===== src/logic/rv_isa_pkg.sv =====
package rv_isa_pkg;

    typedef logic [63:0] xlen_t;       // architectural data word
    typedef logic [4:0]  reg_addr_t;   // register index
    typedef logic [31:0] instr_t;      // raw instruction word
    typedef logic [31:0] word_t;       // low half for W results
    typedef logic [7:0]  byte_mask_t;  // one bit per dmem byte lane

    // base R-type layout, other formats reuse the same bit positions
    typedef struct packed {
        logic [6:0] funct7;
        reg_addr_t  rs2;
        reg_addr_t  rs1;
        logic [2:0] funct3;
        reg_addr_t  rd;
        logic [6:0] opcode;
    } instr_fields_t;

    localparam logic [6:0] op_lui       = 7'b0110111;
    localparam logic [6:0] op_op_imm    = 7'b0010011;
    localparam logic [6:0] op_op        = 7'b0110011;
    localparam logic [6:0] op_op_imm_32 = 7'b0011011;
    localparam logic [6:0] op_op_32     = 7'b0111011;
    localparam logic [6:0] op_load      = 7'b0000011;
    localparam logic [6:0] op_store     = 7'b0100011;
    localparam logic [6:0] op_branch    = 7'b1100011;
    localparam logic [6:0] op_jal       = 7'b1101111;
    localparam logic [6:0] op_jalr      = 7'b1100111;

    localparam logic [2:0] f3_add    = 3'b000;  // add, sub, addi, addw, addiw
    localparam logic [2:0] f3_jalr   = 3'b000;
    localparam logic [2:0] f3_byte   = 3'b000;  // lb / sb
    localparam logic [2:0] f3_word   = 3'b010;  // lw / sw
    localparam logic [2:0] f3_double = 3'b011;  // ld / sd
    localparam logic [2:0] f3_beq    = 3'b000;
    localparam logic [2:0] f3_bne    = 3'b001;

    localparam logic [6:0] f7_base = 7'b0000000;
    localparam logic [6:0] f7_sub  = 7'b0100000;

endpackage


===== src/logic/reg_file.sv =====
`timescale 1ns/1ns

module reg_file (
    input  logic                  clk,
    input  logic                  rst_n,
    input  logic                  wen,
    input  rv_isa_pkg::reg_addr_t waddr,
    input  rv_isa_pkg::xlen_t     wdata,
    input  rv_isa_pkg::reg_addr_t raddr1,
    input  rv_isa_pkg::reg_addr_t raddr2,
    output rv_isa_pkg::xlen_t     rdata1,
    output rv_isa_pkg::xlen_t     rdata2
);

    rv_isa_pkg::xlen_t regs [1:31];  // x0 has no storage

    always_ff @(posedge clk or negedge rst_n) begin
        if (!rst_n) begin
            for (int i = 1; i < 32; i++) begin
                regs[i] <= '0;
            end
        end else if (wen && (waddr != '0)) begin  // writes to x0 dropped
            regs[waddr] <= wdata;
        end
    end

    // reads see the value before this cycle's write
    always_comb begin
        if (raddr1 == '0) begin
            rdata1 = '0;
        end else begin
            rdata1 = regs[raddr1];
        end
    end

    always_comb begin
        if (raddr2 == '0) begin
            rdata2 = '0;
        end else begin
            rdata2 = regs[raddr2];
        end
    end

endmodule


===== config.mk =====
export PLATFORM = sky130hd
export DESIGN_NAME = reg_file
export DESIGN_NICKNAME = d
export VERILOG_FILES = /design/src/logic/rv_isa_pkg.sv /design/src/logic/reg_file.sv
export SDC_FILE = /design/constraint.sdc
export NUM_CORES = 2
export LEC_CHECK = 0
export ABC_CLOCK_PERIOD_IN_PS = 4100
export BUFFER_PORTS_ARGS = -buffer_cell sky130_fd_sc_hd__buf_2
export CORE_MARGIN = 4
export CORE_UTILIZATION = 65
export CTS_CLUSTER_DIAMETER = 100
export CTS_CLUSTER_SIZE = 12
export DETAILED_ROUTE_END_ITERATION = 8
export PLACE_DENSITY_LB_ADDON = 0.05
export RECOVER_POWER = 100
export SLEW_MARGIN = 10
export SYNTH_ARGS = -nofsm -noshare
export SYNTH_HDL_FRONTEND = slang
export SYNTH_SLANG_ARGS = --single-unit

===== constraint.sdc =====
create_clock -name clk -period 4.1 [get_ports clk]
set_input_delay 0.615 -clock clk [delete_from_list [all_inputs] [get_ports clk]]
set_output_delay 0.615 -clock clk [all_outputs]
set_load 0.005 [all_outputs]

==> reports/summary.txt <==
Fillcell total: 11,300
Detailed-routing iteration count for the pre-antenna-repair pass: 9
Worst-case headroom to the max-slew limit: -141%
Required time of the worst setup path: 4790 ps
DRC violation total after the first TritonRoute iteration: 9,453
Top flop regs: regs (1984)
Reg area: 49,600 um2
Cell area after technology mapping: 106,000 um2
Cell area after layout: 114,000 um2
Combined area of the multi-input logic cells: 52,700 um2
Layout-stage area growth over the synthesis result: 7.91%
PnR Total Power: 53.3 mW
Routed wire per std cell: 34.1 um
Via total after detailed routing: 76,000
Worst Reg2Reg Path Length in Cells: 1
Drt via density: 7.48
Met3 Routed Length: 37.8 mm
Post-route worst setup slack: -128 ps
Share of the core filled with cells: 70.9%
Worst hold path type: in -> async
Top cell family by delay on the critical path: simple AND/OR/NAND/NOR gates
Netlist cell types: 34
CTS tree: done
Net Count, Synth: 8,148
IO Port Bufs: 209
Arrival time of the worst setup path: 4920 ps
H-tree level count: 4
Register bit total from synthesis: 1,984
Register containing the most flip-flops in the final layout: regs
Cell at the root of the clock tree: clkbuf_16
Share of post-route cells with drive strength above 1: 37.9%
Yosys warning count: 0
Cell area after placement: 111,000 um2
Total number of clock tree sinks: 1,984
Chip Width: 412 um
Achievable frequency: 237 MHz
Die boundary height: 412 um
PostCTS Resize Cnt: 0
Number of buffers between clock root and the deepest sink: 3
Final Hold Viols: 0
Core Rows: 147
Largest fanout of any net on the critical path: 40
Die Outline Area: 169,000 um2
Number of nets in the final layout: 8,053
Final setup skew: 0 ps
Overflow left after global routing: 0
Classification of the worst setup path: in -> reg
Total routing usage reported by global routing: 40.4%
Max FFs per register: 1,984
Most frequent standard cell in the layout excluding fill and tap cells: mux2_2
Wire length of the first global-routing pass: 509 mm
Placed Cells: 9,945
Buffers and inverters on the worst path: 2
Post-detailed-route count of antenna-violating nets: 0
RSZ-0062 raised after global routing: no
Starting density of the core: 65.7%
Routed metal-1 wirelength: 135 mm
Finish-stage setup viols: 13
Capturing element type of the critical path: flip-flop
Sum of negative setup slack: -1250 ps
Max-cap viol count: 65
Final Slew Violations: 2,454
Boundary Pins: 210
Total core area: 161,000 um2
Number of cells produced by synthesis: 8,066
Measured slew at the worst slew-check pin: 3620 ps
Clock buffers created by TritonCTS: 183
Highest routed layer: met5
Clock network latency to the later pin of the worst-skew pair: 810 ps
DRC: 0
Routability congestion estimate from global placement: 0.861
Result of the run: finished, violations left
Ratio of total power to cell area: 467 nW/um2
Leakage dissipation: 51.9 nW
Failing checks: capacitance limit, slew limit, setup timing
Depth of the critical timing path with buffers and inverters included: 4
Non-Filler Instances: 10,200
CP Cell Sequence: clkbuf_1, or3_1, clkbuf_2, mux2_2
CP max stage cell: or3_1
Time the final worst path needs with I/O delays and setup: 4230 ps
Commonest non-fill, non-tap cells in the layout: mux2_2, dfrtp_1, mux2i_1
Placed wire-length estimate: 205 mm
Critical Path Source Type: input port
Biggest cell delay along the critical path: 2690 ps
Worst-path clk slew: 60 ps
Final WL: 347 mm
Total length of routed met2 wires: 155 mm
Final period utilization: 103%
Via count of the first global-routing pass: 76,300
Average footprint of a synthesized cell: 13.1 um2
Maximum VDD drop: 0.451 mV
Sequential cell area fraction in the yosys report: 46.9%
Initial antenna violation count: 31
Post-CTS setup buffers: 0
Largest net degree at the start of global routing: 121
worst paths after layout:
check / start / endpoint / slack (ps)
max: waddr[4] / regs[1844] / -130
min in group clk: wdata[39] / regs[999] / 420
max reg2reg: regs[1920] / regs[1920] / 3250
max in group asynchronous: rst_n / regs[1707] / 310
min: rst_n / regs[528] / 360
min reg2reg: regs[392] / regs[392] / 510
what timing repair did:
item	in CTS	in global routing
setup endpoints to repair	0	0
hold buffers	1	0
endpoints found under the hold margin	87	0
per-stage QoR:
step | worst slack (ps) | hold slack [ps]
2_1_floorplan | 1360 | 319
3_3_place_gp | -165 | 493
3_5_place_dp | 182 | 502
4_1_cts | 174 | 371
5_1_grt | 6.89 | 410
6_report | -128 | 357
cell families (layout without fill, tap and decap cells):
kind of cell / count (synthesis) / count (layout) / synth area share, %
AOI/OAI and AO/OA: 1024 / 1024 / 6.77
buffers and inverters: 867 / 785 / 3.58
DFF: 1984 / 1984 / 46.9
muxes: 3648 / 3648 / 40.0
other: 0 / 19 / 0
and+or+nand+nor: 543 / 543 / 2.79
final cells by class:
class | instances | area share, %
clock buffers | 186 | 4.07
multi-input cells | 5215 | 46.1
repair buffers | 587 | 3.90
clock inverters | 12 | 0.0985
diodes | 19 | 0.0416
flip-flops and latches | 1984 | 43.4
well taps | 2160 | 2.36
power by group:
| group | switching, mW | internal, mW | leakage (nW) |
|---|---|---|---|
| logic | 5.29 | 6.39 | 24.2 |
| registers | 2.96 | 23.4 | 25.4 |
| clock network | 7.29 | 7.98 | 2.35 |
synthesized netlist by cell type:
master / count / area (um2)
a211oi_1: 80 / 601
a21oi_1: 80 / 400
a221o_1: 128 / 1280
a22o_1: 48 / 420
a22oi_1: 128 / 961
a31oi_1: 48 / 300
and2_1: 3 / 18.8
and3_1: 3 / 18.8
and3b_1: 1 / 8.76
buf_1: 45 / 169
buf_2: 321 / 1610
buf_4: 31 / 233
buf_6: 2 / 22.5
clkbuf_1: 467 / 1750
clkbuf_2: 1 / 5.00
dfrtp_1: 1984 / 49600
mux2_1: 21 / 236
mux2_2: 2091 / 23500
mux2i_1: 1280 / 12800
mux4_2: 256 / 5770
nand2_1: 19 / 71.3
nand2b_1: 11 / 68.8
nand3_1: 4 / 20.0
nand4_1: 1 / 6.26
nand4b_1: 1 / 8.76
nor2_1: 4 / 15.0
nor2_2: 10 / 62.6
nor2b_1: 91 / 569
nor3_1: 307 / 1540
nor3b_1: 2 / 15.0
nor4_1: 80 / 500
o22ai_1: 512 / 3200
or2_2: 5 / 31.3
or3_1: 1 / 6.26
routing by layer:
layer / vias up / global-route usage [%]
met4: 8 / 19.3
met5: - / 0
li1: 30400 / -
met3: 1209 / 9.88
met1: 39600 / 55.3
met2: 4750 / 61.2
Note: power is estimated with default switching activity, not from simulation.
