`config.mk`:
```
export PLATFORM = sky130hd
export DESIGN_NAME = lsu
export DESIGN_NICKNAME = d
export VERILOG_FILES = /design/src/logic/rv_isa_pkg.sv /design/src/logic/core_ctrl_pkg.sv /design/src/logic/lsu.sv
export SDC_FILE = /design/constraint.sdc
export NUM_CORES = 1
export LEC_CHECK = 0
export BUFFER_PORTS_ARGS = -buffer_cell sky130_fd_sc_hd__buf_2
export CAP_MARGIN = 10
export CORE_AREA = 2 2 190 192
export DETAILED_ROUTE_END_ITERATION = 10
export DIE_AREA = 0 0 192 194
export GPL_ROUTABILITY_DRIVEN = 0
export GPL_TIMING_DRIVEN = 0
export PLACE_DENSITY = 0.39
export SETUP_SLACK_MARGIN = 0.05
export SLEW_MARGIN = 25
export SYNTH_ARGS = -nofsm -noshare
export SYNTH_HDL_FRONTEND = slang
export SYNTH_SLANG_ARGS = --single-unit
```
`constraint.sdc`:
```
create_clock -name vclk -period 2.3
set_clock_uncertainty 0.2 [all_clocks]
set_input_delay 0.115 -clock vclk [all_inputs]
set_output_delay 0.115 -clock vclk [all_outputs]
set_load 0.005 [all_outputs]
```
`src/logic/rv_isa_pkg.sv`:
```
package rv_isa_pkg;

    typedef logic [63:0] xlen_t;       // architectural data word
    typedef logic [4:0]  reg_addr_t;   // register index
    typedef logic [31:0] instr_t;      // raw instruction word
    typedef logic [31:0] word_t;       // low half for W results
    typedef logic [7:0]  byte_mask_t;  // one bit per dmem byte lane

    // base R-type layout, other formats reuse the same bit positions
    typedef struct packed {
        logic [6:0] funct7;
        reg_addr_t  rs2;
        reg_addr_t  rs1;
        logic [2:0] funct3;
        reg_addr_t  rd;
        logic [6:0] opcode;
    } instr_fields_t;

    localparam logic [6:0] op_lui       = 7'b0110111;
    localparam logic [6:0] op_op_imm    = 7'b0010011;
    localparam logic [6:0] op_op        = 7'b0110011;
    localparam logic [6:0] op_op_imm_32 = 7'b0011011;
    localparam logic [6:0] op_op_32     = 7'b0111011;
    localparam logic [6:0] op_load      = 7'b0000011;
    localparam logic [6:0] op_store     = 7'b0100011;
    localparam logic [6:0] op_branch    = 7'b1100011;
    localparam logic [6:0] op_jal       = 7'b1101111;
    localparam logic [6:0] op_jalr      = 7'b1100111;

    localparam logic [2:0] f3_add    = 3'b000;  // add, sub, addi, addw, addiw
    localparam logic [2:0] f3_jalr   = 3'b000;
    localparam logic [2:0] f3_byte   = 3'b000;  // lb / sb
    localparam logic [2:0] f3_word   = 3'b010;  // lw / sw
    localparam logic [2:0] f3_double = 3'b011;  // ld / sd
    localparam logic [2:0] f3_beq    = 3'b000;
    localparam logic [2:0] f3_bne    = 3'b001;

    localparam logic [6:0] f7_base = 7'b0000000;
    localparam logic [6:0] f7_sub  = 7'b0100000;

endpackage

```
`src/logic/core_ctrl_pkg.sv`:
```
package core_ctrl_pkg;

    typedef enum logic [1:0] {
        alu_add,
        alu_sub,
        alu_pass_b   // lui
    } alu_op_e;

    typedef enum logic [1:0] {
        wb_alu,
        wb_load,
        wb_pc_plus4  // link value for jal/jalr
    } wb_sel_e;

    typedef enum logic [1:0] {
        size_b,
        size_w,
        size_d
    } mem_size_e;

    typedef struct packed {
        rv_isa_pkg::reg_addr_t rd;
        rv_isa_pkg::reg_addr_t rs1;
        rv_isa_pkg::reg_addr_t rs2;
        rv_isa_pkg::xlen_t     imm;        // already sign-extended
        alu_op_e               alu_op;
        logic                  use_imm;    // alu b from imm instead of rs2
        logic                  word_op;    // sign-extend bits 31:0
        logic                  reg_wen;
        wb_sel_e               wb_sel;
        logic                  mem_read;
        logic                  mem_write;
        mem_size_e             mem_size;
        logic                  is_branch;
        logic                  branch_ne;  // bne, taken when not equal
        logic                  is_jal;
        logic                  is_jalr;
    } ctrl_t;

    typedef struct packed {
        rv_isa_pkg::xlen_t      addr;   // 8-byte aligned
        rv_isa_pkg::xlen_t      wdata;  // shifted into the addressed lane
        rv_isa_pkg::byte_mask_t wmask;
        logic                   wen;
        logic                   ren;
    } dmem_req_t;

endpackage

```
`src/logic/lsu.sv`:
```
`timescale 1ns/1ns

module lsu (
    input  core_ctrl_pkg::ctrl_t      ctrl,
    input  rv_isa_pkg::xlen_t         addr,
    input  rv_isa_pkg::xlen_t         store_data,
    input  rv_isa_pkg::xlen_t         dmem_rdata,
    output core_ctrl_pkg::dmem_req_t  dmem_req,
    output rv_isa_pkg::xlen_t         load_data
);

    logic [2:0]             lane;
    rv_isa_pkg::byte_mask_t mask;
    rv_isa_pkg::xlen_t      wdata;
    rv_isa_pkg::word_t      load_word;

    assign lane = addr[2:0];

    always_comb begin
        case (ctrl.mem_size)
            core_ctrl_pkg::size_b: begin
                mask  = rv_isa_pkg::byte_mask_t'(8'h01) << lane;
                wdata = store_data << {lane, 3'b000};
            end
            core_ctrl_pkg::size_w: begin
                mask  = rv_isa_pkg::byte_mask_t'(8'h0f) << {lane[2], 2'b00};
                wdata = store_data << {lane[2], 5'b00000};  // upper or lower word
            end
            default: begin
                mask  = 8'hff;
                wdata = store_data;
            end
        endcase
    end

    assign dmem_req.addr  = {addr[63:3], 3'b000};
    assign dmem_req.wdata = wdata;
    assign dmem_req.wmask = mask;
    assign dmem_req.wen   = ctrl.mem_write;
    assign dmem_req.ren   = ctrl.mem_read;

    assign load_word = lane[2] ? dmem_rdata[63:32] : dmem_rdata[31:0];

    always_comb begin
        if (ctrl.mem_size == core_ctrl_pkg::size_w) begin
            load_data = {{32{load_word[31]}}, load_word};  // lw
        end else begin
            load_data = dmem_rdata;  // ld
        end
    end

endmodule

```
==> impl_results.md <==
* Hold Crit Class: in2out
* Detailed Route WL at 30400 um
* Sequential cell area at 0 um2
* DRT Pass-1 Iters at 6
* Cells taking the most area after synthesis: buf_4 13%, mux4_2 9.4%, mux2_2 9.1%, a21o_1 6.6%, o221ai_1 5.5%
* Mean Syn Cell Area at 6.71 um2
* Cell taking the most area after synthesis: buf_4
* Setup TNS at 0 ps
* Post-Syn Area at 3850 um2
* Part of the cycle the worst path needs at 95.1%
* Relative slew slack at 51.8%
* Vias at 6035
* Slowest library cell on the worst path: mux4_2
* DIE AREA at 37200 um2
* Leakage power at 3.18 nW
* CP top delay family: buffers and inverters
* Die H at 194 um
* First-pass GRT wire length at 41600 um
* Largest net degree at the start of global routing at 11
* Critical path arrival at 1870 ps
* WL/cell at 22.0 um
* Fmax achieved at 457 MHz
* RSZ-0062 raised after global routing: true
* Min Hold Slack at 196 ps
* Placed cell area at 6080 um2
* Num ports at 488
* Actual slew at the worst max-slew pin at 721 ps
* Post-route DRC violation count at 0
* Post-route cell area at 6270 um2
* Port Buffers at 329
* Post-Syn Instances at 573
* Layout cells sized above 1 at 54.8%
* DRT antenna net count at 0
* Buf+Inv Stages, Crit Path at 3
* Vias in the first global route at 5794
* Initial antenna violation count at 5
* GRT Overall Usage at 15.4%
* Cell repeated most along the worst path: buf_2
* Clk_buf instances at 0
* Total grt overflow at 0
* Final Power at 1.43 mW
* Dpl hpwl at 25900 um
* CORE AREA at 35200 um2
* Final Hold Fails at 0
* Crit path kind: in2out
* Starting Density at 10.9%
* Yosys Warn Count at 0
* Post-route minimum period at 2190 ps
* Largest stage delay, worst path at 520 ps
* Max-slew violations at 0
* Final setup violation count at 0
* Number of core rows at 69
* Outcome: finished, final reports clean
* Seq/Total Area, Yosys at 0%
* Count of cell types in the netlist at 32
* Die width at 192 um
* Crit path launch type: primary input
* Worst IR drop on VDD at 57.7 uV
* # fillers at 4147
* # nets final at 1204
* Cts hold-fix bufs at 0
* Via/cell ratio at 4.37
* Maxcap violations at 0
* Crit. End Element: output port
* Worst path cell trace: buf_2 -> nand2b_4 -> nand2_4 -> buf_6 -> mux4_2 -> a221o_1 -> buf_2
* Worst Path Max Fanout at 10
* Layout sequential cell count at 0
* 1st-iter DRT viols at 668
* PD cells at 228 nW/um2
* Yosys top cell area share at 13.5%
* P&R area growth vs syn at 63.0%
* CP Data Required Time at 1990 ps
path summary, 6_finish.rpt:
kind	start	end	cells past startpoint	slack, ps
min	addr[30]	dmem_req[104]	2	200
max	ctrl[5]	dmem_req[55]	7	110
layout by cell type, fill, tap and decap left out, drive strengths merged:
master | Yosys | routed
o21ai | 21 | 21
a21oi | 33 | 33
mux2i | 1 | 1
nand3 | 9 | 9
clkbuf | 36 | 39
a221o | 16 | 16
a31oi | 25 | 25
o22ai | 24 | 24
inv | 37 | 37
nor2b | 17 | 17
diode | 0 | 3
conb | 1 | 3
nor2 | 55 | 55
and2 | 16 | 16
o211ai | 16 | 16
nand2b | 2 | 2
o2111ai | 8 | 8
o221ai | 24 | 24
a21o | 34 | 34
a222oi | 8 | 8
mux4 | 16 | 16
nand2 | 37 | 37
or2 | 1 | 1
buf | 88 | 426
o21a | 16 | 16
nor3 | 1 | 1
mux2 | 31 | 31
report_power, final:
group | total, mW | internal [mW] | switching (mW)
clock network | 0.000000175 | 0.000000175 | 0
registers | 0 | 0 | 0
logic | 1.43 | 0.654 | 0.774
total | 1.43 | 0.654 | 0.774
metrics by stage:
stage / worst slack (ps) / utilization, % / std cells
2_1_floorplan: 433 / - / 575
3_3_place_gp: -353 / 17.3 / 1365
3_5_place_dp: -414 / 17.3 / 1365
4_1_cts: 50.9 / 17.6 / 1375
5_1_grt: 23.2 / 17.8 / 1380
6_report: 113 / 17.8 / 1380
cells in the mapped netlist, types with 16 or more instances:
library cell  number
nand2_1           36
o21a_1            16
mux4_2            16
a31oi_1           25
mux2_2            31
nor2_1            54
buf_4             69
a221o_1           16
inv_1             37
o211ai_1          16
and2_1            16
a21o_1            34
o21ai_0           21
o22ai_1           24
o221ai_1          24
a21oi_1           33
clkbuf_1          36
nor2b_1           17
timing repair:
item,4_1_cts,5_1_grt
hold endpoints to repair,0,0
buffers inserted,10,2
setup endpoints to repair,77,35
gates resized for setup,22,25
pin swaps,9,1
cell type report:
type	count	area (um2)	area share, %
tap	461	577	9.20
buffer	124	790	12.6
antenna	3	7.51	0.120
inverter	37	139	2.21
multi-input combinational	414	3010	48.0
timing repair buffer	341	1750	27.9
layer usage:
layer,vias to the layer above,global-route usage (%),wire length (um)
met5,-,0,23
met4,4,1.53,386
met3,26,1.92,2500
met2,380,30.2,16500
met1,2863,18.0,11000
li1,2762,-,-
cells by family (layout without fill, tap and decap cells):
family	Yosys count	after routing	synth area share, %
AO/OA/AOI/OAI	225	225	41.4
buffers and inverters	161	502	22.9
AND/OR/NAND/NOR	138	138	16.9
multiplexers	48	48	18.7
other	1	6	0.0975
(Power assumes the default switching activity.)
