==> config.mk <==
export PLATFORM = sky130hd
export DESIGN_NAME = fetch_unit
export DESIGN_NICKNAME = d
export VERILOG_FILES = /design/src/logic/rv_isa_pkg.sv /design/src/logic/core_ctrl_pkg.sv /design/src/logic/fetch_unit.sv
export SDC_FILE = /design/constraint.sdc
export NUM_CORES = 1
export LEC_CHECK = 0
export BUFFER_PORTS_ARGS = -buffer_cell sky130_fd_sc_hd__buf_2
export CAP_MARGIN = 20
export CORE_MARGIN = 8
export CORE_UTILIZATION = 51
export CTS_CLUSTER_DIAMETER = 80
export DETAILED_ROUTE_END_ITERATION = 10
export GPL_ROUTABILITY_DRIVEN = 0
export PLACE_DENSITY = 0.81
export RECOVER_POWER = 25
export SKIP_LAST_GASP = 1
export SYNTH_ARGS = -nofsm -noshare
export SYNTH_HDL_FRONTEND = slang
export SYNTH_SLANG_ARGS = --single-unit
==> constraint.sdc <==
create_clock -name clk -period 3.5 [get_ports clk]
set_input_delay 0.35 -clock clk [delete_from_list [all_inputs] [get_ports clk]]
set_output_delay 0.35 -clock clk [all_outputs]
set_load 0.005 [all_outputs]
==> src/logic/rv_isa_pkg.sv <==
package rv_isa_pkg;

    typedef logic [63:0] xlen_t;       // architectural data word
    typedef logic [4:0]  reg_addr_t;   // register index
    typedef logic [31:0] instr_t;      // raw instruction word
    typedef logic [31:0] word_t;       // low half for W results
    typedef logic [7:0]  byte_mask_t;  // one bit per dmem byte lane

    // base R-type layout, other formats reuse the same bit positions
    typedef struct packed {
        logic [6:0] funct7;
        reg_addr_t  rs2;
        reg_addr_t  rs1;
        logic [2:0] funct3;
        reg_addr_t  rd;
        logic [6:0] opcode;
    } instr_fields_t;

    localparam logic [6:0] op_lui       = 7'b0110111;
    localparam logic [6:0] op_op_imm    = 7'b0010011;
    localparam logic [6:0] op_op        = 7'b0110011;
    localparam logic [6:0] op_op_imm_32 = 7'b0011011;
    localparam logic [6:0] op_op_32     = 7'b0111011;
    localparam logic [6:0] op_load      = 7'b0000011;
    localparam logic [6:0] op_store     = 7'b0100011;
    localparam logic [6:0] op_branch    = 7'b1100011;
    localparam logic [6:0] op_jal       = 7'b1101111;
    localparam logic [6:0] op_jalr      = 7'b1100111;

    localparam logic [2:0] f3_add    = 3'b000;  // add, sub, addi, addw, addiw
    localparam logic [2:0] f3_jalr   = 3'b000;
    localparam logic [2:0] f3_byte   = 3'b000;  // lb / sb
    localparam logic [2:0] f3_word   = 3'b010;  // lw / sw
    localparam logic [2:0] f3_double = 3'b011;  // ld / sd
    localparam logic [2:0] f3_beq    = 3'b000;
    localparam logic [2:0] f3_bne    = 3'b001;

    localparam logic [6:0] f7_base = 7'b0000000;
    localparam logic [6:0] f7_sub  = 7'b0100000;

endpackage

==> src/logic/core_ctrl_pkg.sv <==
package core_ctrl_pkg;

    typedef enum logic [1:0] {
        alu_add,
        alu_sub,
        alu_pass_b   // lui
    } alu_op_e;

    typedef enum logic [1:0] {
        wb_alu,
        wb_load,
        wb_pc_plus4  // link value for jal/jalr
    } wb_sel_e;

    typedef enum logic [1:0] {
        size_b,
        size_w,
        size_d
    } mem_size_e;

    typedef struct packed {
        rv_isa_pkg::reg_addr_t rd;
        rv_isa_pkg::reg_addr_t rs1;
        rv_isa_pkg::reg_addr_t rs2;
        rv_isa_pkg::xlen_t     imm;        // already sign-extended
        alu_op_e               alu_op;
        logic                  use_imm;    // alu b from imm instead of rs2
        logic                  word_op;    // sign-extend bits 31:0
        logic                  reg_wen;
        wb_sel_e               wb_sel;
        logic                  mem_read;
        logic                  mem_write;
        mem_size_e             mem_size;
        logic                  is_branch;
        logic                  branch_ne;  // bne, taken when not equal
        logic                  is_jal;
        logic                  is_jalr;
    } ctrl_t;

    typedef struct packed {
        rv_isa_pkg::xlen_t      addr;   // 8-byte aligned
        rv_isa_pkg::xlen_t      wdata;  // shifted into the addressed lane
        rv_isa_pkg::byte_mask_t wmask;
        logic                   wen;
        logic                   ren;
    } dmem_req_t;

endpackage

==> src/logic/fetch_unit.sv <==
`timescale 1ns/1ns

module fetch_unit #(
    parameter rv_isa_pkg::xlen_t reset_pc = 64'h0000_0000_8000_0000
) (
    input  logic                  clk,
    input  logic                  rst_n,
    input  core_ctrl_pkg::ctrl_t  ctrl,
    input  rv_isa_pkg::xlen_t     rs1_value,
    input  logic                  equal,
    output rv_isa_pkg::xlen_t     pc,
    output rv_isa_pkg::xlen_t     pc_plus4
);

    rv_isa_pkg::xlen_t pc_next;
    rv_isa_pkg::xlen_t rel_target;
    rv_isa_pkg::xlen_t jalr_target;
    logic              branch_taken;

    assign pc_plus4     = pc + 64'd4;
    assign rel_target   = pc + ctrl.imm;  // branch and jal
    assign jalr_target  = (rs1_value + ctrl.imm) & ~64'd1;
    assign branch_taken = ctrl.is_branch && (equal ^ ctrl.branch_ne);

    always_comb begin
        if (ctrl.is_jalr) begin
            pc_next = jalr_target;
        end else if (ctrl.is_jal || branch_taken) begin
            pc_next = rel_target;
        end else begin
            pc_next = pc_plus4;
        end
    end

    always_ff @(posedge clk or negedge rst_n) begin
        if (!rst_n) begin
            pc <= reset_pc;
        end else begin
            pc <= pc_next;
        end
    end

endmodule

==> results.sh <==
export IMPL_grt_overflow_total=0
export IMPL_worst_pin_slew_ns=1.967
export IMPL_synth_area_leader_cell="dfrtp_1"
export IMPL_ant_nets=0
export IMPL_drtPass1Iterations=7
export IMPL_period_share=0.9627
export IMPL_power_total_w=0.008342
export IMPL_drt_wl_total_mm=44.46
export IMPL_critical_path_class="in2reg"
export IMPL_syn_area_um2=11610
export IMPL_synth_commonest_cells="187 x a21oi_1, 151 x nand2_1, 127 x nor2_1, 126 x ha_1, 103 x xnor2_1"
export IMPL_fin_worst_skew_ns=0.009240
export IMPL_drt_iter0_markers=1590
export IMPL_cpMaxStageDelayCell="o31ai_4"
export IMPL_die_width_um=166.9
export IMPL_yosysTopAreaCellShare=0.1358
export IMPL_nets=2171
export IMPL_synth_edff_count=0
export IMPL_routed_via_density=6.526
export IMPL_regMostFlops="pc"
export IMPL_power_density_nw_per_um2=586.2
export IMPL_row_count=55
export IMPL_rr_endpoint="pc[62]"
export IMPL_yosys_top_cells_area="dfrtp_1 14%, ha_1 14%, a21oi_1 8.1%"
export IMPL_ys_warn_count=0
export IMPL_pin_count=289
export IMPL_cp_top_family="compound AO/OA/AOI/OAI gates"
export IMPL_grt_pass1_vias=14124
export IMPL_ys_ff_latch=64
export IMPL_clock_sink_count=64
export IMPL_leakage_nw=6.726
export IMPL_antenna_found_initial=0
export IMPL_r2r_start="pc[0]"
export IMPL_status="complete, but fails checks"
export IMPL_die_h_um=166.9
export IMPL_drc=0
export IMPL_grt_pass1_wl_mm=70.61
export IMPL_post_place_ws_ns=-0.2810
export IMPL_synth_top_flop_cell="dfrtp_1"
export IMPL_synth_nets=1872
export IMPL_reg2reg_slack_ns=0.13
export IMPL_crit_buf_inv=3
export IMPL_hold_viol=0
export IMPL_dp_cells=2154
export IMPL_stdcell_count=2171
export IMPL_rr_worst_depth=14
export IMPL_synthCells=1583
export IMPL_clk_latency_ns=0.35
export IMPL_syn_area_per_cell_um2=7.335
export IMPL_layout_area_overhead_vs_synth_pct=22.58
export IMPL_required_ns=3.68
export IMPL_cts_tree="built"
export IMPL_slew_violations=67
export IMPL_top_regs="pc: 64 flops"
export IMPL_slew_limit_headroom=-0.3115
export IMPL_antenna_cells=0
export IMPL_numCtsBuffers=9
export IMPL_grt_setup_unrepaired="true"
export IMPL_h_tree_depth=3
export IMPL_cts_buffer_depth=2
export IMPL_setup_ws_ns=0.1306
export IMPL_holdCritStartpoint="rs1_value[1]"
export IMPL_fin_crit_ns=3.369
export IMPL_synth_most_common_cell="a21oi_1"
export IMPL_cts_clk_slew_worst_paths_ns=0.06
export IMPL_dp_hpwl_mm=35.84
export IMPL_yosysSeqAreaShare=0.1380
export IMPL_synthDistinctLibCells=88
export IMPL_crit_fanout=4
export IMPL_wl_per_cell_um=20.48
export IMPL_core_um2=22500
export IMPL_maxCapViolations=2
export IMPL_synthArstFlopShare=1.000
export IMPL_hold_class="in2reg"
export IMPL_setup_violations=0
export IMPL_hold_end="pc[1]"
export IMPL_cts_root_buf="clkbuf_16"
export IMPL_start_util=0.5160
export IMPL_crit_arrival_ns=3.55
export IMPL_track_usage=0.3039
export IMPL_vias=14169
export IMPL_end_kind="flop"
export IMPL_critical_path_startpoint_type="input port"
export IMPL_slowest_delay_ns=0.41
export IMPL_ir_drop_mv=0.2458
export IMPL_fp_dieArea_um2=27850
export IMPL_crit_start="ctrl[15]"
export IMPL_io_buffers=262
export IMPL_largest_reg_flops=64
export IMPL_min_path_cells=4
export IMPL_fmax_ghz=0.2968
export IMPL_path_cells="buf_2 > and2_1 > fa_1 > a21oi_1 > nor2_1 > o31ai_4 > a21oi_2 > o41ai_4 > buf_4 > o31ai_4 > a21oi_2 > o211a_4 > nor4_2 > buf_4 > mux2i_1 > a32oi_1"
export IMPL_drive_above_1_share=0.2397
export IMPL_grt_max_degree=55
export IMPL_violations="max-capacitance violations, max-slew violations"
## tightest hold or removal path, cell delays in order
cell and delay (ns):
buf_2 0.10, fa_1 0.16, nand2_1 0.05, o21ai_0 0.06
## per-layer routing
layer  share of wire  GRT usage  vias to the layer above
met5               0          0                        -
met4           0.049     0.1563                        0
met3            0.11    0.05768                      191
met2            0.45     0.4975                      960
met1            0.39     0.3749                     6561
li1                -          -                     6457
## how the worst max path moves through the flow
stage,cells past startpoint,to
after global routing,15,pc[60]
after floorplan,14,pc[62]
after detailed placement,15,pc[54]
final,16,pc[62]
after CTS,9,pc_plus4[62]
after global placement,15,pc[54]
## placed cells by master, fill, tap and decap left out, types with 9 or more instances in the layout
cell type,count
nand2_1,151
nor3_1,22
o21a_1,15
nand2b_1,17
o21ai_0,89
a21oi_1,181
o211ai_1,11
a22oi_1,11
nand4_1,57
nor2_1,126
ha_1,125
o31ai_1,10
xnor2_1,101
o21bai_1,30
xor2_1,66
a211oi_1,30
buf_2,260
nand3_1,47
buf_4,110
clkbuf_16,9
a31oi_1,15
and2_1,14
and3_1,27
and4_1,10
inv_1,38
dfrtp_1,63
a21o_1,84
## area by class of cell
cell class,count,area [um^2]
fill,1956,8270
clock buffer,11,252.7
inverter,38,142.6
multi-input combinational,1395,9674
tap,285,356.6
timing repair buffer,374,2183
sequential,64,1603
clock inverter,4,20.02
## kinds of logic after synthesis
kind of cell    synth area share
compound gates            0.3253
xor+xnor                  0.1282
fa+ha+maj                 0.1392
buf+inv                  0.04159
flops                     0.1380
mux                     0.008944
simple gates              0.2186
## power by group
part | switching, W | internal (W) | total (W)
logic | 0.00341 | 0.00264 | 0.00605
clock network | 0.000361 | 0.000509 | 0.000871
registers | 0.000422 | 0.000997 | 0.00142
## timing repair
action	CTS	global route
gates resized for setup	1	28
pin swaps	1	8
endpoints found under the setup margin	7	41
hold endpoints to repair	0	0
hold buffers	0	0
setup buffers	1	1
## metrics by stage
step / util / TNS, ns / cell area [um^2] / hold slack [ns]
floorplan: - / 0 / 11610 / 0.05441
global placement: 0.6134 / -0.6585 / 13800 / 0.4883
detailed placement: 0.6134 / -1.816 / 13800 / 0.5026
CTS: 0.6265 / 0 / 14100 / 0.1413
global route: 0.6325 / -0.1080 / 14230 / 0.4356
finish: 0.6325 / 0 / 14230 / 0.4118
Power figures use the tool's default switching activity.
