==> src/logic/rv_isa_pkg.sv <==
package rv_isa_pkg;

    typedef logic [63:0] xlen_t;       // architectural data word
    typedef logic [4:0]  reg_addr_t;   // register index
    typedef logic [31:0] instr_t;      // raw instruction word
    typedef logic [31:0] word_t;       // low half for W results
    typedef logic [7:0]  byte_mask_t;  // one bit per dmem byte lane

    // base R-type layout, other formats reuse the same bit positions
    typedef struct packed {
        logic [6:0] funct7;
        reg_addr_t  rs2;
        reg_addr_t  rs1;
        logic [2:0] funct3;
        reg_addr_t  rd;
        logic [6:0] opcode;
    } instr_fields_t;

    localparam logic [6:0] op_lui       = 7'b0110111;
    localparam logic [6:0] op_op_imm    = 7'b0010011;
    localparam logic [6:0] op_op        = 7'b0110011;
    localparam logic [6:0] op_op_imm_32 = 7'b0011011;
    localparam logic [6:0] op_op_32     = 7'b0111011;
    localparam logic [6:0] op_load      = 7'b0000011;
    localparam logic [6:0] op_store     = 7'b0100011;
    localparam logic [6:0] op_branch    = 7'b1100011;
    localparam logic [6:0] op_jal       = 7'b1101111;
    localparam logic [6:0] op_jalr      = 7'b1100111;

    localparam logic [2:0] f3_add    = 3'b000;  // add, sub, addi, addw, addiw
    localparam logic [2:0] f3_jalr   = 3'b000;
    localparam logic [2:0] f3_byte   = 3'b000;  // lb / sb
    localparam logic [2:0] f3_word   = 3'b010;  // lw / sw
    localparam logic [2:0] f3_double = 3'b011;  // ld / sd
    localparam logic [2:0] f3_beq    = 3'b000;
    localparam logic [2:0] f3_bne    = 3'b001;

    localparam logic [6:0] f7_base = 7'b0000000;
    localparam logic [6:0] f7_sub  = 7'b0100000;

endpackage

==> src/logic/core_ctrl_pkg.sv <==
package core_ctrl_pkg;

    typedef enum logic [1:0] {
        alu_add,
        alu_sub,
        alu_pass_b   // lui
    } alu_op_e;

    typedef enum logic [1:0] {
        wb_alu,
        wb_load,
        wb_pc_plus4  // link value for jal/jalr
    } wb_sel_e;

    typedef enum logic [1:0] {
        size_b,
        size_w,
        size_d
    } mem_size_e;

    typedef struct packed {
        rv_isa_pkg::reg_addr_t rd;
        rv_isa_pkg::reg_addr_t rs1;
        rv_isa_pkg::reg_addr_t rs2;
        rv_isa_pkg::xlen_t     imm;        // already sign-extended
        alu_op_e               alu_op;
        logic                  use_imm;    // alu b from imm instead of rs2
        logic                  word_op;    // sign-extend bits 31:0
        logic                  reg_wen;
        wb_sel_e               wb_sel;
        logic                  mem_read;
        logic                  mem_write;
        mem_size_e             mem_size;
        logic                  is_branch;
        logic                  branch_ne;  // bne, taken when not equal
        logic                  is_jal;
        logic                  is_jalr;
    } ctrl_t;

    typedef struct packed {
        rv_isa_pkg::xlen_t      addr;   // 8-byte aligned
        rv_isa_pkg::xlen_t      wdata;  // shifted into the addressed lane
        rv_isa_pkg::byte_mask_t wmask;
        logic                   wen;
        logic                   ren;
    } dmem_req_t;

endpackage

==> src/logic/alu.sv <==
`timescale 1ns/1ns

module alu (
    input  rv_isa_pkg::xlen_t       a,
    input  rv_isa_pkg::xlen_t       b,
    input  core_ctrl_pkg::alu_op_e  op,
    input  logic                    word_op,
    output rv_isa_pkg::xlen_t       result,
    output logic                    equal
);

    rv_isa_pkg::xlen_t raw;
    rv_isa_pkg::word_t low;

    always_comb begin
        case (op)
            core_ctrl_pkg::alu_add: begin
                raw = a + b;
            end
            core_ctrl_pkg::alu_sub: begin
                raw = a - b;
            end
            default: begin
                raw = b;  // lui immediate
            end
        endcase
    end

    assign low = raw[31:0];

    // W forms keep only the low word, sign-extended
    assign result = word_op ? {{32{low[31]}}, low} : raw;

    assign equal = (a == b);  // for beq/bne, independent of op

endmodule

==> config.mk <==
export PLATFORM = sky130hd
export DESIGN_NAME = alu
export DESIGN_NICKNAME = d
export VERILOG_FILES = /design/src/logic/rv_isa_pkg.sv /design/src/logic/core_ctrl_pkg.sv /design/src/logic/alu.sv
export SDC_FILE = /design/constraint.sdc
export NUM_CORES = 1
export LEC_CHECK = 0
export ABC_AREA = 1
export CORE_AREA = 2 2 163 165
export DETAILED_ROUTE_END_ITERATION = 10
export DIE_AREA = 0 0 165 167
export DONT_BUFFER_PORTS = 1
export PLACE_DENSITY_LB_ADDON = 0.25
export SYNTH_ARGS = -nofsm -noshare
export SYNTH_HDL_FRONTEND = slang
export SYNTH_SLANG_ARGS = --single-unit
==> constraint.sdc <==
create_clock -name vclk -period 2.3
set_input_delay 0.345 -clock vclk [all_inputs]
set_output_delay 0.345 -clock vclk [all_outputs]
set_load 0.01 [all_outputs]
==> results_dict.tcl, run 1 <==
set metrics [dict create \
    status "aborted with a tool error" \
    failing_step "global routing (5_1_grt)" \
    firstError "[ERROR GRT-0232] Routing congestion too high. Check the congestion heatmap in the GUI." \
    gr-total-overflow 31 \
    fp.dieW_um 165 \
    initial_utilization_pct 52.1 \
    synth_nets 3174 \
    grt_max_degree 41 \
    ios 196 \
    synth_area_um2 13400 \
    postSynthAreaPerCell_um2 4.60 \
    worst_endpoint "result[44]" \
    seq_area_frac_synth_pct 0 \
    synth_cells 2915 \
    dp_slack_ns -0.602 \
    placed_cells 3593 \
    rows 59 \
    ys.warnings.count 0 \
    synth.distinct_cells 43 \
    worstEpCategory "output port" \
    die_h_um 167 \
    gp_congestion 1.08 \
    port_buffers 0 \
    dp_hpwl_um 55000 \
    grt_usage_pct 73.3 \
]
==> per-layer routing <==
| layer | GRT usage, % | overflow |
|---|---|---|
| met1 | 75.1 | 3 |
| met2 | 88.5 | 17 |
| met3 | 57.5 | 2 |
| met4 | 68.4 | 9 |
| met5 | 36.4 | 0 |
==> stage by stage <==
step	cell area (um2)	TNS (ns)	hold WS (ns)
after CTS	19200	-8.59	0.818
after global placement	16800	-20.79	0.825
after detailed placement	16800	-22.44	0.824
after floorplan	13700	-1.23	0.820
==> cells by family after synthesis <==
| kind of cell | count (synthesis) | synth area share [%] |
|---|---|---|
| and+or+nand+nor | 1782 | 55.3 |
| buffers and inverters | 767 | 22.5 |
| xor gates and xnor gates | 2 | 0.131 |
| AOI/OAI and AO/OA | 236 | 10.1 |
| adders and majority gates | 128 | 12.0 |
==> Yosys cell counts (2+ instances only) <==
cell / instances / area (um2)
nand2_1: 1135 / 4260
inv_1: 666 / 2500
nor2_1: 267 / 1000
nand3_1: 245 / 1230
ha_1: 126 / 1580
a21oi_1: 120 / 601
o21ai_0: 66 / 330
nand2_2: 45 / 282
buf_2: 30 / 150
nand4_1: 28 / 175
clkbuf_1: 26 / 97.6
inv_2: 26 / 97.6
nor3_1: 19 / 95.1
o221ai_1: 15 / 131
nor2_2: 14 / 87.6
o211ai_1: 14 / 105
o21bai_1: 12 / 90.1
buf_4: 7 / 52.6
nor2_4: 6 / 67.6
and2_1: 5 / 31.3
nand2_4: 5 / 56.3
clkinv_1: 4 / 15.0
a21oi_4: 3 / 48.8
buf_12: 3 / 60.1
buf_6: 3 / 33.8
nor3_2: 3 / 30.0
a21boi_0: 2 / 15.0
fa_1: 2 / 40.0
nand3_2: 2 / 20.0
nand3b_1: 2 / 15.0
xor2_1: 2 / 17.5
==> what timing repair did <==
action	4_1_cts
buffers inserted	46
hold buffers	0
endpoints found under the setup margin	57
pin swaps	136
resized for setup	542
cloned	3
==> inputs of run 2 (changes only) <==
--- a/config.mk
+++ b/config.mk
@@ -6,11 +6,11 @@
 export NUM_CORES = 1
 export LEC_CHECK = 0
 export ABC_AREA = 1
-export CORE_AREA = 2 2 163 165
+export CORE_AREA = 2 2 191 193
 export DETAILED_ROUTE_END_ITERATION = 10
-export DIE_AREA = 0 0 165 167
+export DIE_AREA = 0 0 193 195
 export DONT_BUFFER_PORTS = 1
-export PLACE_DENSITY_LB_ADDON = 0.25
+export PLACE_DENSITY_LB_ADDON = 0.15
 export SYNTH_ARGS = -nofsm -noshare
 export SYNTH_HDL_FRONTEND = slang
 export SYNTH_SLANG_ARGS = --single-unit
==> constraint.sdc (replaced) <==
create_clock -name vclk -period 3
set_input_delay 0.45 -clock vclk [all_inputs]
set_output_delay 0.45 -clock vclk [all_outputs]
set_load 0.01 [all_outputs]
==> results_dict.tcl, run 2 <==
set metrics [dict create \
    switchingPower_w 0.00227 \
    drcViolationCount 0 \
    diodes 0 \
    hold_depth 1 \
    area_delta_synth_final_pct 27.7 \
    crit_top_cell "nand2_4" \
    fin_ws_ns 0.0618 \
    postSynthAreaPerCell_um2 4.60 \
    synth_area_leaders "nand2_1 (32%), inv_1 (19%), ha_1 (12%)" \
    routedWlPerCell_um 19.5 \
    synth_nets 3174 \
    fin_nets 3410 \
    worstSetupEndpointType "primary output" \
    drv_cap 0 \
    fmax_ghz 0.340 \
    hp-start "op[1]" \
    nFlopsAndLatches 0 \
    grt_max_degree 41 \
    setup_viol 0 \
    netlist.area_leader.share_pct 31.7 \
    seq_area_frac_synth_pct 0 \
    drive_above_1_share_pct 19.9 \
    rows 69 \
    die_h_um 195 \
    ys.warnings.count 0 \
    p_clk_share_pct 0 \
    final_cell_mix "nand2_1 (1091), inv_1 (657), buf_4 (287)" \
    internal_power_w 0.00132 \
    holdBufCountCts 0 \
    cp_max_fo 8 \
    hold_path_class "input pin to primary output" \
    cp_data_arrival_time_ns 2.49 \
    switching_share_pct 63.2 \
    dp_hpwl_um 60500 \
    final_util_pct 48.4 \
    ant_nets 0 \
    cp_cell_sequence "clkinvlp_4 -> ha_4 -> buf_4 -> nor2_4 -> buf_6 -> inv_2 -> nor2_4 -> nand2_2 -> inv_2 -> nand2_4 -> nand2_4 -> nand2_4 -> nand2_4 -> a21oi_4 -> o21ai_2 -> nand3_4 -> buf_12 -> nand2_8 -> nand2_2" \
    synthTopCellsByCount "nand2_1 (1135), inv_1 (666), nor2_1 (267)" \
    num-fill-cells 4094 \
    core_area_um2 35400 \
    seq_area_um2 0 \
    gr-total-overflow 0 \
    synth.distinct_cells 43 \
    share_comb_of_total_power_pct 100.0 \
    yosys.area.top_type "nand2_1" \
    crit_slowest_cell "ha_4" \
    antenna_found_initial 1 \
    p_leak_nw 10.2 \
    finalCriticalPeriod_ns 2.94 \
    p_seq_share_pct 0 \
    dp_slack_ns -0.146 \
    grt_usage_pct 36.1 \
    hold_end "result[0]" \
    layout_commonest_cell "nand2_1" \
    wl_um 70300 \
    crit_buf_inv 6 \
    dr.pass1.iters 6 \
    n_clock_buffer 0 \
    powerDensity_nw_per_um2 210 \
    crit_required_ns 2.55 \
    grt_pass1_vias 17100 \
    rsz0062_at_grt "yes" \
    worst_slew_pin_slew_ns 0.773 \
    finalCritPeriodShare_pct 97.9 \
    critical_path_class "input pin to primary output" \
    start_kind "input pin" \
    dieArea_um2 37600 \
    via_per_inst 5.04 \
    grt_pass1_wl_um 101000 \
    status "completed" \
    synth_cells 2915 \
    gp_congestion 1.06 \
    drt_iter0_markers 1493 \
    slowest_delay_ns 0.24 \
    synth_area_um2 13400 \
    vdd_drop_max_v 0.000101 \
    ios 196 \
    fp.dieW_um 193 \
    synth_most_common_cell "nand2_1" \
    initial_utilization_pct 37.9 \
    vias 18200 \
    port_buffers 0 \
    crit_family "simple AND/OR/NAND/NOR gates" \
    hold_viol 0 \
    slew_headroom_pct 48.4 \
    slew_violations 0 \
]
run 2: cell counts after synthesis:
Identical to the previous run, type by type.
run 2: per-layer routing:
metal / track usage (%) / part of all wire (%) / vias up
met4: 21.0 / 7.9 / 2
met1: 42.0 / 39 / 8086
met5: 0 / 0.021 / -
met2: 63.6 / 46 / 734
met3: 3.59 / 6.8 / 171
li1: - / - / 9202
run 2: area by class of cell:
type	count	area (um2)	area share (%)
Inverter	697	2620	15.3
Multi-Input combinational cell	2151	11500	67.3
Tap cell	461	577	3.36
Timing Repair Buffer	301	2400	14.0
run 2: cell families (layout without fill, tap and decap cells):
kind of cell / count (synthesis) / in the layout / share of synthesized area [%]
AND/OR/NAND/NOR: 1782 / 1785 / 55.3
buffers and inverters: 767 / 998 / 22.5
AO/OA/AOI/OAI: 236 / 236 / 10.1
adder cells (fa/ha/maj): 128 / 128 / 12.0
XOR/XNOR: 2 / 2 / 0.131
run 2: how the worst max path moves through the flow:
stage,slack [ns],to,startpoint,cells after the start
finish,0.06,result[48],b[12],19
global route,-0.03,result[48],b[12],19
CTS,0.00004,result[48],b[12],19
detailed placement,-0.15,result[58],b[15],15
global placement,-0.16,result[58],b[15],15
floorplan,0.39,result[34],b[24],16
run 2: power groups by stage:
| stage | logic (W) | clock network (W) | registers, W |
|---|---|---|---|
| 2_1_floorplan | 0.00192 | 0 | 0 |
| 3_5_place_dp | 0.00326 | 0 | 0 |
| 3_3_place_gp | 0.00324 | 0 | 0 |
| 5_1_grt | 0.00390 | 0 | 0 |
| 6_report | 0.00360 | 0 | 0 |
| 4_1_cts | 0.00333 | 0 | 0 |
run 2: repair_timing:
action,in CTS,in global routing
pin swaps,4,23
endpoints found under the setup margin,37,48
gates resized for setup,38,233
setup buffers,2,3
cloned,3,0
run 2: per-stage QoR:
| stage | hold WS (ns) | TNS, ns | cell area (um2) | total power [W] | instances |
|---|---|---|---|---|---|
| after global routing | 1.05 | -0.285 | 17100 | 0.00390 | 3610 |
| after detailed placement | 1.05 | -2.63 | 15900 | 0.00326 | 3602 |
| after floorplan | 1.03 | 0 | 13400 | 0.00192 | 2915 |
| final | 1.05 | 0 | 17100 | 0.00360 | 3610 |
| after global placement | 1.04 | -2.82 | 15900 | 0.00324 | 3602 |
| after CTS | 1.05 | 0 | 16100 | 0.00333 | 3607 |
Power figures use the tool's default switching activity.
